$ cat config.mk
export PLATFORM = sky130hd
export DESIGN_NAME = mipsCore
export DESIGN_NICKNAME = d
export VERILOG_FILES = /design/src/source/mipsPkg.sv /design/src/source/hazardBus.sv /design/src/source/regFile.sv /design/src/source/fetchStage.sv /design/src/source/decodeStage.sv /design/src/source/executeStage.sv /design/src/source/memWbStage.sv /design/src/source/hazardUnit.sv /design/src/source/mipsCore.sv
export VERILOG_INCLUDE_DIRS = /design/src /design/src/include
export SDC_FILE = /design/constraint.sdc
export NUM_CORES = 2
export LEC_CHECK = 0
export BUFFER_PORTS_ARGS = -buffer_cell sky130_fd_sc_hd__buf_4
export CAP_MARGIN = 0
export CORE_ASPECT_RATIO = 0.5
export CORE_MARGIN = 2
export CORE_UTILIZATION = 65
export CTS_CLUSTER_DIAMETER = 60
export DETAILED_ROUTE_END_ITERATION = 6
export GPL_TIMING_DRIVEN = 1
export PLACE_DENSITY_LB_ADDON = 0.3
export SLEW_MARGIN = 20
export SYNTH_ARGS = -nofsm -noshare
export SYNTH_HDL_FRONTEND = slang
export SYNTH_SLANG_ARGS = --single-unit
$ cat constraint.sdc
create_clock -name clk -period 18.3 [get_ports clk]
set_input_delay 3.66 -clock clk [delete_from_list [all_inputs] [get_ports clk]]
set_output_delay 3.66 -clock clk [all_outputs]
set_load 0.005 [all_outputs]
$ cat src/include/mips_macros.svh
`ifndef MIPS_MACROS_SVH
`define MIPS_MACROS_SVH

`define XLEN      32
`define REG_AW    5
`define RESET_PC  32'hBFC0_0000
`define LINK_REG  5'd31

// primary opcodes
`define OP_RTYPE  6'h00
`define OP_J      6'h02
`define OP_JAL    6'h03
`define OP_BEQ    6'h04
`define OP_BNE    6'h05
`define OP_ADDIU  6'h09
`define OP_SLTI   6'h0A
`define OP_ANDI   6'h0C
`define OP_ORI    6'h0D
`define OP_LUI    6'h0F
`define OP_LW     6'h23
`define OP_SW     6'h2B

// funct field of R-type
`define FN_SLL    6'h00
`define FN_ADDU   6'h21
`define FN_SUBU   6'h23
`define FN_AND    6'h24
`define FN_OR     6'h25
`define FN_XOR    6'h26
`define FN_SLT    6'h2A

`define ALU_ADD   4'd0
`define ALU_SUB   4'd1
`define ALU_AND   4'd2
`define ALU_OR    4'd3
`define ALU_XOR   4'd4
`define ALU_SLT   4'd5
`define ALU_SLL   4'd6
`define ALU_LUI   4'd7

// operand source in decode
`define FWD_REG   2'd0
`define FWD_EX    2'd1
`define FWD_MEM   2'd2
`define FWD_WB    2'd3

`endif

$ cat src/source/mipsPkg.sv
`include "mips_macros.svh"

package mipsPkg;

    typedef struct packed {
        logic [5:0]         op;
        logic [`REG_AW-1:0] rs;
        logic [`REG_AW-1:0] rt;
        logic [`REG_AW-1:0] rd;
        logic [4:0]         shamt;
        logic [5:0]         funct;
    } rFmtT;

    typedef struct packed {
        logic [5:0]         op;
        logic [`REG_AW-1:0] rs;
        logic [`REG_AW-1:0] rt;
        logic [15:0]        imm;
    } iFmtT;

    typedef struct packed {
        logic [5:0]  op;
        logic [25:0] target;
    } jFmtT;

    // one instruction word, three field layouts
    typedef union packed {
        rFmtT r;
        iFmtT i;
        jFmtT j;
    } instrT;

endpackage

$ cat src/source/hazardBus.sv
`timescale 1ns/1ps
`include "mips_macros.svh"

interface hazardBus (
    input logic clk
);
    logic               stallF;
    logic               stallD;
    logic               flushD;
    logic               flushE;
    logic               freeze;     // data port stall, holds E, M and W
    logic [1:0]         fwdA;
    logic [1:0]         fwdB;
    logic [`REG_AW-1:0] rsD;
    logic [`REG_AW-1:0] rtD;
    logic [`REG_AW-1:0] wregE;
    logic [`REG_AW-1:0] wregM;
    logic [`REG_AW-1:0] wregW;
    logic               regWriteE;
    logic               regWriteM;
    logic               regWriteW;
    logic               memReadE;
    logic               takenE;

    modport ctl (
        input  clk, rsD, rtD, wregE, wregM, wregW, regWriteE, regWriteM, regWriteW,
        input  memReadE, takenE,
        output stallF, stallD, flushD, flushE, freeze, fwdA, fwdB
    );

    modport stage (
        input  stallF, stallD, flushD, flushE, freeze, fwdA, fwdB,
        output rsD, rtD, wregE, wregM, wregW, regWriteE, regWriteM, regWriteW,
        output memReadE, takenE
    );
endinterface

$ cat src/source/regFile.sv
`timescale 1ns/1ps
`include "mips_macros.svh"

module regFile (
    input  logic               clk,
    input  logic               arstN_i,
    input  logic [`REG_AW-1:0] raddrA_i,
    input  logic [`REG_AW-1:0] raddrB_i,
    input  logic               we_i,
    input  logic [`REG_AW-1:0] waddr_i,
    input  logic [`XLEN-1:0]   wdata_i,
    output logic [`XLEN-1:0]   rdataA_o,
    output logic [`XLEN-1:0]   rdataB_o
);
    logic [`XLEN-1:0] regs [0:(1 << `REG_AW)-1];

    // r0 keeps its reset value since it is never written
    assign rdataA_o = regs[raddrA_i];
    assign rdataB_o = regs[raddrB_i];

    always_ff @(posedge clk or negedge arstN_i) begin
        if (!arstN_i) begin
            for (int i = 0; i < (1 << `REG_AW); i++)
                regs[i] <= '0;
        end else if (we_i && waddr_i != '0) begin
            regs[waddr_i] <= wdata_i;
        end
    end

endmodule

$ cat src/source/fetchStage.sv
`timescale 1ns/1ps
`include "mips_macros.svh"

module fetchStage (
    input  logic             clk,
    input  logic             arstN_i,
    hazardBus.stage          hz_i,
    input  logic             jumpD_i,
    input  logic [`XLEN-1:0] jumpTargetD_i,
    input  logic             takenE_i,
    input  logic [`XLEN-1:0] branchTargetE_i,
    output logic [`XLEN-1:0] pc_o,
    output logic [`XLEN-1:0] pcF_o
);
    logic [`XLEN-1:0] pcNext;

    // resolved branch wins over a jump sitting in decode
    always_comb begin
        if (takenE_i)
            pcNext = branchTargetE_i;
        else if (jumpD_i)
            pcNext = jumpTargetD_i;
        else
            pcNext = pc_o + 32'd4;
    end

    always_ff @(posedge clk or negedge arstN_i) begin
        if (!arstN_i)
            pc_o <= `RESET_PC;
        else if (!hz_i.stallF)
            pc_o <= pcNext;
    end

    assign pcF_o = pc_o;  // travels with instr_i into decode

    // targets come from decode and execute, both must keep word alignment
    assert property (@(posedge clk) disable iff (!arstN_i) pc_o[1:0] == 2'b00);

endmodule

$ cat src/source/decodeStage.sv
`timescale 1ns/1ps
`include "mips_macros.svh"

module decodeStage (
    input  logic               clk,
    input  logic               arstN_i,
    hazardBus.stage            hz_i,
    input  logic [`XLEN-1:0]   pcF_i,
    input  mipsPkg::instrT     instrF_i,
    input  logic [`XLEN-1:0]   aluOutE_i,
    input  logic [`XLEN-1:0]   resultM_i,
    input  logic [`XLEN-1:0]   resultW_i,
    input  logic [`REG_AW-1:0] wregW_i,
    input  logic               regWriteW_i,
    output logic               jumpD_o,
    output logic [`XLEN-1:0]   jumpTargetD_o,
    output logic [`XLEN-1:0]   opAE_o,
    output logic [`XLEN-1:0]   opBE_o,
    output logic [`XLEN-1:0]   storeDataE_o,
    output logic [3:0]         aluOpE_o,
    output logic [`REG_AW-1:0] wregE_o,
    output logic               regWriteE_o,
    output logic               memReadE_o,
    output logic               memWriteE_o,
    output logic               branchE_o,
    output logic               branchNeE_o,
    output logic [`XLEN-1:0]   branchTargetE_o,
    output logic [`XLEN-1:0]   pcE_o
);
    import mipsPkg::*;

    instrT              instrD;
    logic [`XLEN-1:0]   pcD;
    logic [`XLEN-1:0]   rdataA;
    logic [`XLEN-1:0]   rdataB;
    logic [`XLEN-1:0]   fwdValA;
    logic [`XLEN-1:0]   fwdValB;
    logic [`XLEN-1:0]   immExt;
    logic [3:0]         aluOp;
    logic [`REG_AW-1:0] wreg;
    logic               useImm;
    logic               zeroExt;
    logic               isShift;
    logic               isJal;
    logic               regWrite;
    logic               memRead;
    logic               memWrite;
    logic               branch;
    logic               branchNe;

    // fetch/decode register, a flush leaves a nop behind
    always_ff @(posedge clk or negedge arstN_i) begin
        if (!arstN_i) begin
            instrD <= '0;
            pcD    <= `RESET_PC;
        end else if (!hz_i.stallD) begin
            instrD <= hz_i.flushD ? '0 : instrF_i;
            pcD    <= pcF_i;
        end
    end

    regFile rf (
        .clk(clk), .arstN_i(arstN_i),
        .raddrA_i(instrD.r.rs), .raddrB_i(instrD.r.rt),
        .we_i(regWriteW_i), .waddr_i(wregW_i), .wdata_i(resultW_i),
        .rdataA_o(rdataA), .rdataB_o(rdataB)
    );

    assign hz_i.rsD = instrD.r.rs;
    assign hz_i.rtD = instrD.r.rt;

    always_comb begin
        aluOp    = `ALU_ADD;
        wreg     = instrD.r.rd;
        useImm   = 1'b0;
        zeroExt  = 1'b0;
        isShift  = 1'b0;
        isJal    = 1'b0;
        regWrite = 1'b0;
        memRead  = 1'b0;
        memWrite = 1'b0;
        branch   = 1'b0;
        branchNe = 1'b0;
        jumpD_o  = 1'b0;
        case (instrD.r.op)
            `OP_RTYPE: begin
                regWrite = 1'b1;
                case (instrD.r.funct)
                    `FN_ADDU: aluOp = `ALU_ADD;
                    `FN_SUBU: aluOp = `ALU_SUB;
                    `FN_AND:  aluOp = `ALU_AND;
                    `FN_OR:   aluOp = `ALU_OR;
                    `FN_XOR:  aluOp = `ALU_XOR;
                    `FN_SLT:  aluOp = `ALU_SLT;
                    `FN_SLL: begin
                        aluOp   = `ALU_SLL;
                        isShift = 1'b1;  // rt shifted by shamt
                        useImm  = 1'b1;
                    end
                    default:  regWrite = 1'b0;
                endcase
            end
            `OP_ADDIU, `OP_SLTI, `OP_ANDI, `OP_ORI, `OP_LUI, `OP_LW: begin
                regWrite = 1'b1;
                useImm   = 1'b1;
                wreg     = instrD.i.rt;
                memRead  = instrD.i.op == `OP_LW;
                zeroExt  = instrD.i.op == `OP_ANDI || instrD.i.op == `OP_ORI;
                case (instrD.i.op)
                    `OP_SLTI: aluOp = `ALU_SLT;
                    `OP_ANDI: aluOp = `ALU_AND;
                    `OP_ORI:  aluOp = `ALU_OR;
                    `OP_LUI:  aluOp = `ALU_LUI;
                    default:  aluOp = `ALU_ADD;  // addiu, lw address
                endcase
            end
            `OP_SW: begin
                useImm   = 1'b1;
                memWrite = 1'b1;
            end
            `OP_BEQ, `OP_BNE: begin
                branch   = 1'b1;
                branchNe = instrD.i.op == `OP_BNE;
            end
            `OP_J:
                jumpD_o = 1'b1;
            `OP_JAL: begin
                jumpD_o  = 1'b1;
                isJal    = 1'b1;
                regWrite = 1'b1;
                wreg     = `LINK_REG;
            end
            default: ;  // unknown opcode runs as a nop
        endcase
    end

    assign immExt = zeroExt ? {16'b0, instrD.i.imm} : {{16{instrD.i.imm[15]}}, instrD.i.imm};

    always_comb begin
        case (hz_i.fwdA)
            `FWD_EX:  fwdValA = aluOutE_i;
            `FWD_MEM: fwdValA = resultM_i;
            `FWD_WB:  fwdValA = resultW_i;
            default:  fwdValA = rdataA;
        endcase
        case (hz_i.fwdB)
            `FWD_EX:  fwdValB = aluOutE_i;
            `FWD_MEM: fwdValB = resultM_i;
            `FWD_WB:  fwdValB = resultW_i;
            default:  fwdValB = rdataB;
        endcase
    end

    assign jumpTargetD_o = {pcD[31:28], instrD.j.target, 2'b00};

    // decode/execute control, bubble on flushE
    always_ff @(posedge clk or negedge arstN_i) begin
        if (!arstN_i) begin
            regWriteE_o <= 1'b0;
            memReadE_o  <= 1'b0;
            memWriteE_o <= 1'b0;
            branchE_o   <= 1'b0;
            wregE_o     <= '0;
        end else if (!hz_i.freeze) begin
            regWriteE_o <= regWrite && !hz_i.flushE;
            memReadE_o  <= memRead && !hz_i.flushE;
            memWriteE_o <= memWrite && !hz_i.flushE;
            branchE_o   <= branch && !hz_i.flushE;
            wregE_o     <= wreg;
        end
    end

    always_ff @(posedge clk) begin
        if (!hz_i.freeze) begin
            opAE_o          <= isJal ? pcD + 32'd8 : (isShift ? fwdValB : fwdValA);
            opBE_o          <= isJal ? '0 : (useImm ? immExt : fwdValB);
            storeDataE_o    <= fwdValB;
            aluOpE_o        <= aluOp;
            branchNeE_o     <= branchNe;
            branchTargetE_o <= pcD + 32'd4 + {immExt[`XLEN-3:0], 2'b00};
            pcE_o           <= pcD;
        end
    end

endmodule

$ cat src/source/executeStage.sv
`timescale 1ns/1ps
`include "mips_macros.svh"

module executeStage (
    input  logic               clk,
    input  logic               arstN_i,
    hazardBus.stage            hz_i,
    input  logic [`XLEN-1:0]   opAE_i,
    input  logic [`XLEN-1:0]   opBE_i,
    input  logic [`XLEN-1:0]   storeDataE_i,
    input  logic [3:0]         aluOpE_i,
    input  logic [`REG_AW-1:0] wregE_i,
    input  logic               regWriteE_i,
    input  logic               memReadE_i,
    input  logic               memWriteE_i,
    input  logic               branchE_i,
    input  logic               branchNeE_i,
    input  logic [`XLEN-1:0]   branchTargetE_i,
    input  logic [`XLEN-1:0]   pcE_i,
    output logic [`XLEN-1:0]   aluOutE_o,
    output logic               takenE_o,
    output logic [`XLEN-1:0]   branchTargetE_o,
    output logic [`XLEN-1:0]   aluOutM_o,
    output logic [`XLEN-1:0]   storeDataM_o,
    output logic [`REG_AW-1:0] wregM_o,
    output logic               regWriteM_o,
    output logic               memReadM_o,
    output logic               memWriteM_o,
    output logic [`XLEN-1:0]   pcM_o
);
    always_comb begin
        case (aluOpE_i)
            `ALU_SUB: aluOutE_o = opAE_i - opBE_i;
            `ALU_AND: aluOutE_o = opAE_i & opBE_i;
            `ALU_OR:  aluOutE_o = opAE_i | opBE_i;
            `ALU_XOR: aluOutE_o = opAE_i ^ opBE_i;
            `ALU_SLT: aluOutE_o = {{(`XLEN-1){1'b0}}, $signed(opAE_i) < $signed(opBE_i)};
            `ALU_SLL: aluOutE_o = opAE_i << opBE_i[10:6];  // shamt field of the imm
            `ALU_LUI: aluOutE_o = {opBE_i[15:0], 16'b0};
            default:  aluOutE_o = opAE_i + opBE_i;
        endcase
    end

    assign takenE_o        = branchE_i && ((opAE_i == opBE_i) != branchNeE_i);
    assign branchTargetE_o = branchTargetE_i;

    assign hz_i.wregE     = wregE_i;
    assign hz_i.regWriteE = regWriteE_i;
    assign hz_i.memReadE  = memReadE_i;
    assign hz_i.takenE    = takenE_o;

    always_ff @(posedge clk or negedge arstN_i) begin
        if (!arstN_i) begin
            regWriteM_o <= 1'b0;
            memReadM_o  <= 1'b0;
            memWriteM_o <= 1'b0;
            wregM_o     <= '0;
        end else if (!hz_i.freeze) begin
            regWriteM_o <= regWriteE_i;
            memReadM_o  <= memReadE_i;
            memWriteM_o <= memWriteE_i;
            wregM_o     <= wregE_i;
        end
    end

    always_ff @(posedge clk) begin
        if (!hz_i.freeze) begin
            aluOutM_o    <= aluOutE_o;
            storeDataM_o <= storeDataE_i;
            pcM_o        <= pcE_i;
        end
    end

endmodule

$ cat src/source/memWbStage.sv
`timescale 1ns/1ps
`include "mips_macros.svh"

module memWbStage (
    input  logic               clk,
    input  logic               arstN_i,
    hazardBus.stage            hz_i,
    input  logic [`XLEN-1:0]   aluOutM_i,
    input  logic [`XLEN-1:0]   storeDataM_i,
    input  logic [`REG_AW-1:0] wregM_i,
    input  logic               regWriteM_i,
    input  logic               memReadM_i,
    input  logic               memWriteM_i,
    input  logic [`XLEN-1:0]   pcM_i,
    input  logic [`XLEN-1:0]   memRdata_i,
    output logic               memEn_o,
    output logic               memWe_o,
    output logic [`XLEN-1:0]   memAddr_o,
    output logic [`XLEN-1:0]   memWdata_o,
    output logic [`XLEN-1:0]   resultM_o,
    output logic [`XLEN-1:0]   resultW_o,
    output logic [`REG_AW-1:0] wregW_o,
    output logic               regWriteW_o,
    output logic [`XLEN-1:0]   wbPc_o,
    output logic               wbWen_o,
    output logic [`REG_AW-1:0] wbWnum_o,
    output logic [`XLEN-1:0]   wbWdata_o
);
    assign memEn_o    = memReadM_i || memWriteM_i;
    assign memWe_o    = memWriteM_i;
    assign memAddr_o  = aluOutM_i;
    assign memWdata_o = storeDataM_i;
    assign resultM_o  = memReadM_i ? memRdata_i : aluOutM_i;  // read data is combinational

    assign hz_i.wregM     = wregM_i;
    assign hz_i.regWriteM = regWriteM_i;
    assign hz_i.wregW     = wregW_o;
    assign hz_i.regWriteW = regWriteW_o;

    always_ff @(posedge clk or negedge arstN_i) begin
        if (!arstN_i) begin
            regWriteW_o <= 1'b0;
            wregW_o     <= '0;
        end else if (!hz_i.freeze) begin
            regWriteW_o <= regWriteM_i;
            wregW_o     <= wregM_i;
        end
    end

    always_ff @(posedge clk) begin
        if (!hz_i.freeze) begin
            resultW_o <= resultM_o;
            wbPc_o    <= pcM_i;
        end
    end

    // reported once, on the cycle the writeback register leaves
    assign wbWen_o   = regWriteW_o && !hz_i.freeze && wregW_o != '0;
    assign wbWnum_o  = wregW_o;
    assign wbWdata_o = resultW_o;

    // a stalled access keeps the data port steady until accepted
    assert property (@(posedge clk) disable iff (!arstN_i)
        memEn_o && hz_i.freeze |=> memEn_o && $stable(memWe_o) && $stable(memAddr_o)
                                   && $stable(memWdata_o));

endmodule

$ cat src/source/hazardUnit.sv
`timescale 1ns/1ps
`include "mips_macros.svh"

module hazardUnit (
    input logic   memStall_i,
    hazardBus.ctl hz_o
);
    logic loadUse;

    // nearest producer first, r0 never forwarded
    function automatic logic [1:0] pickFwd(input logic [`REG_AW-1:0] src);
        if (src == '0)
            return `FWD_REG;
        if (hz_o.regWriteE && hz_o.wregE == src)
            return `FWD_EX;
        if (hz_o.regWriteM && hz_o.wregM == src)
            return `FWD_MEM;
        if (hz_o.regWriteW && hz_o.wregW == src)
            return `FWD_WB;
        return `FWD_REG;
    endfunction

    always_comb begin
        hz_o.fwdA = pickFwd(hz_o.rsD);
        hz_o.fwdB = pickFwd(hz_o.rtD);
    end

    // load data only exists from memory onward
    assign loadUse = hz_o.memReadE && hz_o.wregE != '0 &&
                     (hz_o.wregE == hz_o.rsD || hz_o.wregE == hz_o.rtD);

    assign hz_o.freeze = memStall_i;
    assign hz_o.stallF = loadUse || memStall_i;
    assign hz_o.stallD = loadUse || memStall_i;
    assign hz_o.flushD = hz_o.takenE && !memStall_i;  // drop the instruction after the slot
    assign hz_o.flushE = loadUse && !memStall_i;

    // a taken branch in execute never coincides with a held decode register
    assert property (@(posedge hz_o.clk) !(hz_o.flushD && hz_o.stallD));

endmodule

$ cat src/source/mipsCore.sv
`timescale 1ns/1ps
`include "mips_macros.svh"

module mipsCore (
    input  logic               clk,
    input  logic               arstN_i,
    input  logic [`XLEN-1:0]   instr_i,
    input  logic [`XLEN-1:0]   memRdata_i,
    input  logic               memStall_i,
    output logic [`XLEN-1:0]   pc_o,
    output logic               memEn_o,
    output logic               memWe_o,
    output logic [`XLEN-1:0]   memAddr_o,
    output logic [`XLEN-1:0]   memWdata_o,
    output logic [`XLEN-1:0]   wbPc_o,
    output logic               wbWen_o,
    output logic [`REG_AW-1:0] wbWnum_o,
    output logic [`XLEN-1:0]   wbWdata_o
);
    logic [`XLEN-1:0]   pcF, jumpTargetD, branchTargetRegE, branchTargetE;
    logic               jumpD, takenE;
    logic [`XLEN-1:0]   opAE, opBE, storeDataE, pcE, aluOutE;
    logic [3:0]         aluOpE;
    logic [`REG_AW-1:0] wregE, wregM, wregW;
    logic               regWriteE, memReadE, memWriteE, branchE, branchNeE;
    logic [`XLEN-1:0]   aluOutM, storeDataM, pcM, resultM, resultW;
    logic               regWriteM, memReadM, memWriteM, regWriteW;

    hazardBus hz (.clk(clk));

    hazardUnit hazard (.memStall_i(memStall_i), .hz_o(hz.ctl));

    fetchStage fetch (
        .clk(clk), .arstN_i(arstN_i), .hz_i(hz.stage),
        .jumpD_i(jumpD), .jumpTargetD_i(jumpTargetD),
        .takenE_i(takenE), .branchTargetE_i(branchTargetE),
        .pc_o(pc_o), .pcF_o(pcF)
    );

    decodeStage decode (
        .clk(clk), .arstN_i(arstN_i), .hz_i(hz.stage),
        .pcF_i(pcF), .instrF_i(instr_i),
        .aluOutE_i(aluOutE), .resultM_i(resultM), .resultW_i(resultW),
        .wregW_i(wregW), .regWriteW_i(regWriteW),
        .jumpD_o(jumpD), .jumpTargetD_o(jumpTargetD),
        .opAE_o(opAE), .opBE_o(opBE), .storeDataE_o(storeDataE), .aluOpE_o(aluOpE),
        .wregE_o(wregE), .regWriteE_o(regWriteE), .memReadE_o(memReadE),
        .memWriteE_o(memWriteE), .branchE_o(branchE), .branchNeE_o(branchNeE),
        .branchTargetE_o(branchTargetRegE), .pcE_o(pcE)
    );

    executeStage execute (
        .clk(clk), .arstN_i(arstN_i), .hz_i(hz.stage),
        .opAE_i(opAE), .opBE_i(opBE), .storeDataE_i(storeDataE), .aluOpE_i(aluOpE),
        .wregE_i(wregE), .regWriteE_i(regWriteE), .memReadE_i(memReadE),
        .memWriteE_i(memWriteE), .branchE_i(branchE), .branchNeE_i(branchNeE),
        .branchTargetE_i(branchTargetRegE), .pcE_i(pcE),
        .aluOutE_o(aluOutE), .takenE_o(takenE), .branchTargetE_o(branchTargetE),
        .aluOutM_o(aluOutM), .storeDataM_o(storeDataM), .wregM_o(wregM),
        .regWriteM_o(regWriteM), .memReadM_o(memReadM), .memWriteM_o(memWriteM),
        .pcM_o(pcM)
    );

    memWbStage memWb (
        .clk(clk), .arstN_i(arstN_i), .hz_i(hz.stage),
        .aluOutM_i(aluOutM), .storeDataM_i(storeDataM), .wregM_i(wregM),
        .regWriteM_i(regWriteM), .memReadM_i(memReadM), .memWriteM_i(memWriteM),
        .pcM_i(pcM), .memRdata_i(memRdata_i),
        .memEn_o(memEn_o), .memWe_o(memWe_o), .memAddr_o(memAddr_o), .memWdata_o(memWdata_o),
        .resultM_o(resultM), .resultW_o(resultW), .wregW_o(wregW), .regWriteW_o(regWriteW),
        .wbPc_o(wbPc_o), .wbWen_o(wbWen_o), .wbWnum_o(wbWnum_o), .wbWdata_o(wbWdata_o)
    );

endmodule

==> flow_summary.toml <==
[synthesis]
synth_fa_ha_area_share_pct = 2.44
synth_top_family_by_area = "multiplexers"
synth_edf_count = 322
synth_mux_area_share_pct = 33.5
yosysWarnings = 0
syn-instance-count = 6127
synth-async-reset-ratio_pct = 78.0
synth-simple-area-share_pct = 5.21
syn_nets = 6352
synth-compound-area-share_pct = 7.25
ys.flop_type = "dfrtp_1"
synth-xor-area-share_pct = 1.37
syn-cell-area_um2 = 81900
synthDistinctLibCells = 95
ys_seq_area_share_pct = 46.7
syn_area_per_cell_um2 = 13.4
ys_ff_latch = 1465

[cells_and_area]
instances_no_fill = 7889
final_net_count = 6313
area_growth_pct = 9.28
fillers = 7980
drive_above_1_share_pct = 38.9

[sta]
skew_ps = 50.0
finalHoldViolCount = 0
fmax_mhz = 119
rsz0062_at_grt = "false"
slew_violations = 0
setup_viol = 0
finalCriticalPeriod_ps = 8420
timing.slew.headroom_pct = 14.4
timing.final.crit_share_pct = 46.0
fin_setup_tns_ps = 0
worstMarginPinSlew_ps = 1250

[drt]
first_iter_violations = 8088
top_layer_used = "met5"
drc = 21
wl_met2_um = 117000
wl_met1_um = 97000
wl_met3_um = 38400
dr.pass1.iters = 7
wl_um = 265000
num_vias = 58000
wl_per_cell_um = 33.6
viasPerCell = 7.35
drtAntennaViolNets = 0

[power_and_ir_drop]
comb_power_share_pct = 33.3
p_int_mw = 7.99
powerDensity_nw_per_um2 = 136
p_seq_share_pct = 42.9
swShare_pct = 34.5
vdd_ir_drop_max_mv = 0.114
leakagePower_nw = 38.7
pwr-share-clk_pct = 23.8
switchingPower_mw = 4.22
total_power_mw = 12.2

[worst_setup_path]
worstSetupPathType = "in2out"
end_kind = "output pin"
reg2regPathDepth = 14
crit_end = "wbWen_o"
rrSetupSlack_ps = 12440
crit_path_start_kind = "input port"
critPathLaunch = "memStall_i"
worstPathArrival_ps = 4760
r2r_end = "decode.opBE_o[24]"
cp_max_fo = 88
r2r-start = "decode.opBE_o[8]"
crit_required_ps = 14640

[floorplan]
dieArea_um2 = 129000
die_x_um = 506
die_height_um = 255
fp-row-count = 92
start_util_pct = 65.3
core_area_um2 = 125000
io_pins = 235

[global_routing]
grt_pass1_vias = 58000
grt_max_degree = 188
grt_pass1_wl_um = 389000
gr-total-overflow = 0
grt_usage_pct = 41.4
antenna_found_initial = 17

[job]
drv_cap = 0

[clock_network]
holdBufCountCts = 0
cts_buffer_depth = 3
htreeDepth = 4
cts_resized = 0
clk_latency_ps = 790
path_clk_slew_ps = 70
root_buffer = "clkbuf_16"
numCtsBuffers = 132
clock_sinks = 1465
cts_tree = "done"
cts_setup_buffers = 0

[hold_path]
hold_path_depth = 0
min_path_type = "reg2reg"

[status]
outcome = "complete, but fails checks"
violations = "design-rule violations"

[place]
place.port_buffers = 234
place_inst = 7636
dp_hpwl_um = 170000
gp_congestion = 1.02
==> worst max-delay path: stages <==
cell    delay, ps
buf_4         230
inv_8         440
and3_1        290
buf_4         120
==> per-stage QoR <==
stage / util (%) / worst slack, ps / area (µm²) / hold WS [ps]
finish: 71.4 / 9880 / 89500 / 398
global route: 71.4 / 9790 / 89500 / 412
global placement: 67.6 / 9830 / 84900 / 376
floorplan: - / 3680 / 81900 / 400
CTS: 71.2 / 9840 / 89400 / 398
detailed placement: 67.7 / 9840 / 84900 / 383
==> per-layer routing <==
layer	vias up	GRT usage [%]
met2	3946	60.3
met1	30000	55.6
met4	16	19.2
met5	-	0
li1	23200	-
met3	841	16.0
==> state kept, by name, indices dropped and copies added, names as in the netlist, 30 cells and up <==
signal,count
decode.branchTargetE_o,30
decode.instrD,32
decode.opAE_o,32
decode.opBE_o,32
decode.pcD,32
decode.pcE_o,32
decode.rf.regs,1024
decode.storeDataE_o,32
execute.aluOutM_o,32
execute.pcM_o,32
execute.storeDataM_o,32
fetch.pcF_o,32
memWb.resultW_o,32
memWb.wbPc_o,32
==> Yosys cell counts (11+ instances only) <==
library cell,number,area [µm²]
a211oi_1,69,518
a21o_1,27,203
a21oi_1,245,1230
a221o_1,18,180
a221oi_1,33,289
a222oi_1,11,110
a22o_1,18,158
a22oi_1,25,188
a31oi_1,20,125
and3_1,23,144
buf_1,40,150
buf_2,103,515
clkbuf_1,399,1500
dfrtp_1,1125,28200
dfstp_2,18,473
edfxtp_1,322,9670
ha_1,155,1940
inv_1,157,589
mux2_2,1028,11600
mux2i_1,77,771
mux4_2,669,15100
nand2_1,431,1620
nand2b_1,16,100
nand3_1,80,400
nand4_1,23,144
nor2_1,249,935
nor2b_1,14,87.6
nor3_1,51,255
nor4_1,12,75.1
o211ai_1,25,188
o21a_1,20,150
o21ai_0,232,1160
o21ai_1,14,70.1
o221ai_1,22,193
o22ai_1,31,194
o31ai_1,15,113
or2_2,17,106
or3_1,13,81.3
xnor2_1,61,534
xor2_1,67,587
==> final cells by class <==
cell class	count	area [µm²]	area share, %
Antenna cell	3	7.51	0.00838
Multi-Input combinational cell	3943	41000	45.7
Sequential cell	1465	38300	42.8
Inverter	162	616	0.687
Timing Repair Buffer	384	3050	3.41
Tap cell	1692	2120	2.36
Clock buffer	184	3820	4.27
Clock inverter	56	644	0.720
==> cells in the final DEF, fill, tap and decap left out, types with 19 or more instances in the layout <==
master,n
nand2_1,416
xor2_1,67
ha_1,155
o211ai_1,25
clkbuf_8,26
xnor2_1,61
a21o_1,27
o221ai_1,22
o22ai_1,31
nor3_1,51
and3_1,23
a21oi_1,245
buf_4,367
o21ai_0,232
nand4_1,23
clkbuf_1,23
inv_1,156
a31oi_1,20
o21a_1,20
clkinv_2,19
nand3_1,80
clkbuf_16,135
mux2i_1,73
dfrtp_1,1114
mux2_2,1028
a211oi_1,69
a22oi_1,25
a221oi_1,33
mux4_2,669
edfxtp_1,322
nor2_1,226
==> power by group through the flow <==
| stage | Sequential, mW | Combinational, mW | Clock [mW] |
|---|---|---|---|
| after floorplan | 4.88 | 2.83 | 0 |
| after global placement | 5.12 | 3.78 | 0 |
| after detailed placement | 5.26 | 3.90 | 0 |
| after CTS | 5.21 | 3.93 | 2.92 |
| after global routing | 5.34 | 4.27 | 3.05 |
| final | 5.24 | 4.06 | 2.91 |
==> kinds of logic (layout without fill, tap and decap cells) <==
family                   Yosys count  in the layout
AND/OR/NAND/NOR                  971            971
other                              0              3
XOR/XNOR                         128            128
AO/OA/AOI/OAI                    911            911
multiplexers                    1775           1775
flip-flops                      1465           1465
buffers and inverters            719            786
adder cells (fa/ha/maj)          158            158
==> worst min path at each step <==
stage                               startpoint  slack (ps)                   end
after floorplan               decode.pcE_o[10]         400     execute.pcM_o[10]
after global placement    decode.rf.regs[1021]         380  decode.rf.regs[1021]
after detailed placement  decode.rf.regs[1021]         380  decode.rf.regs[1021]
after CTS                  decode.rf.regs[992]         400   decode.rf.regs[992]
after global routing      decode.rf.regs[1007]         410  decode.rf.regs[1007]
final                     decode.rf.regs[1003]         400  decode.rf.regs[1003]
Note: power is estimated with default switching activity, not from simulation.
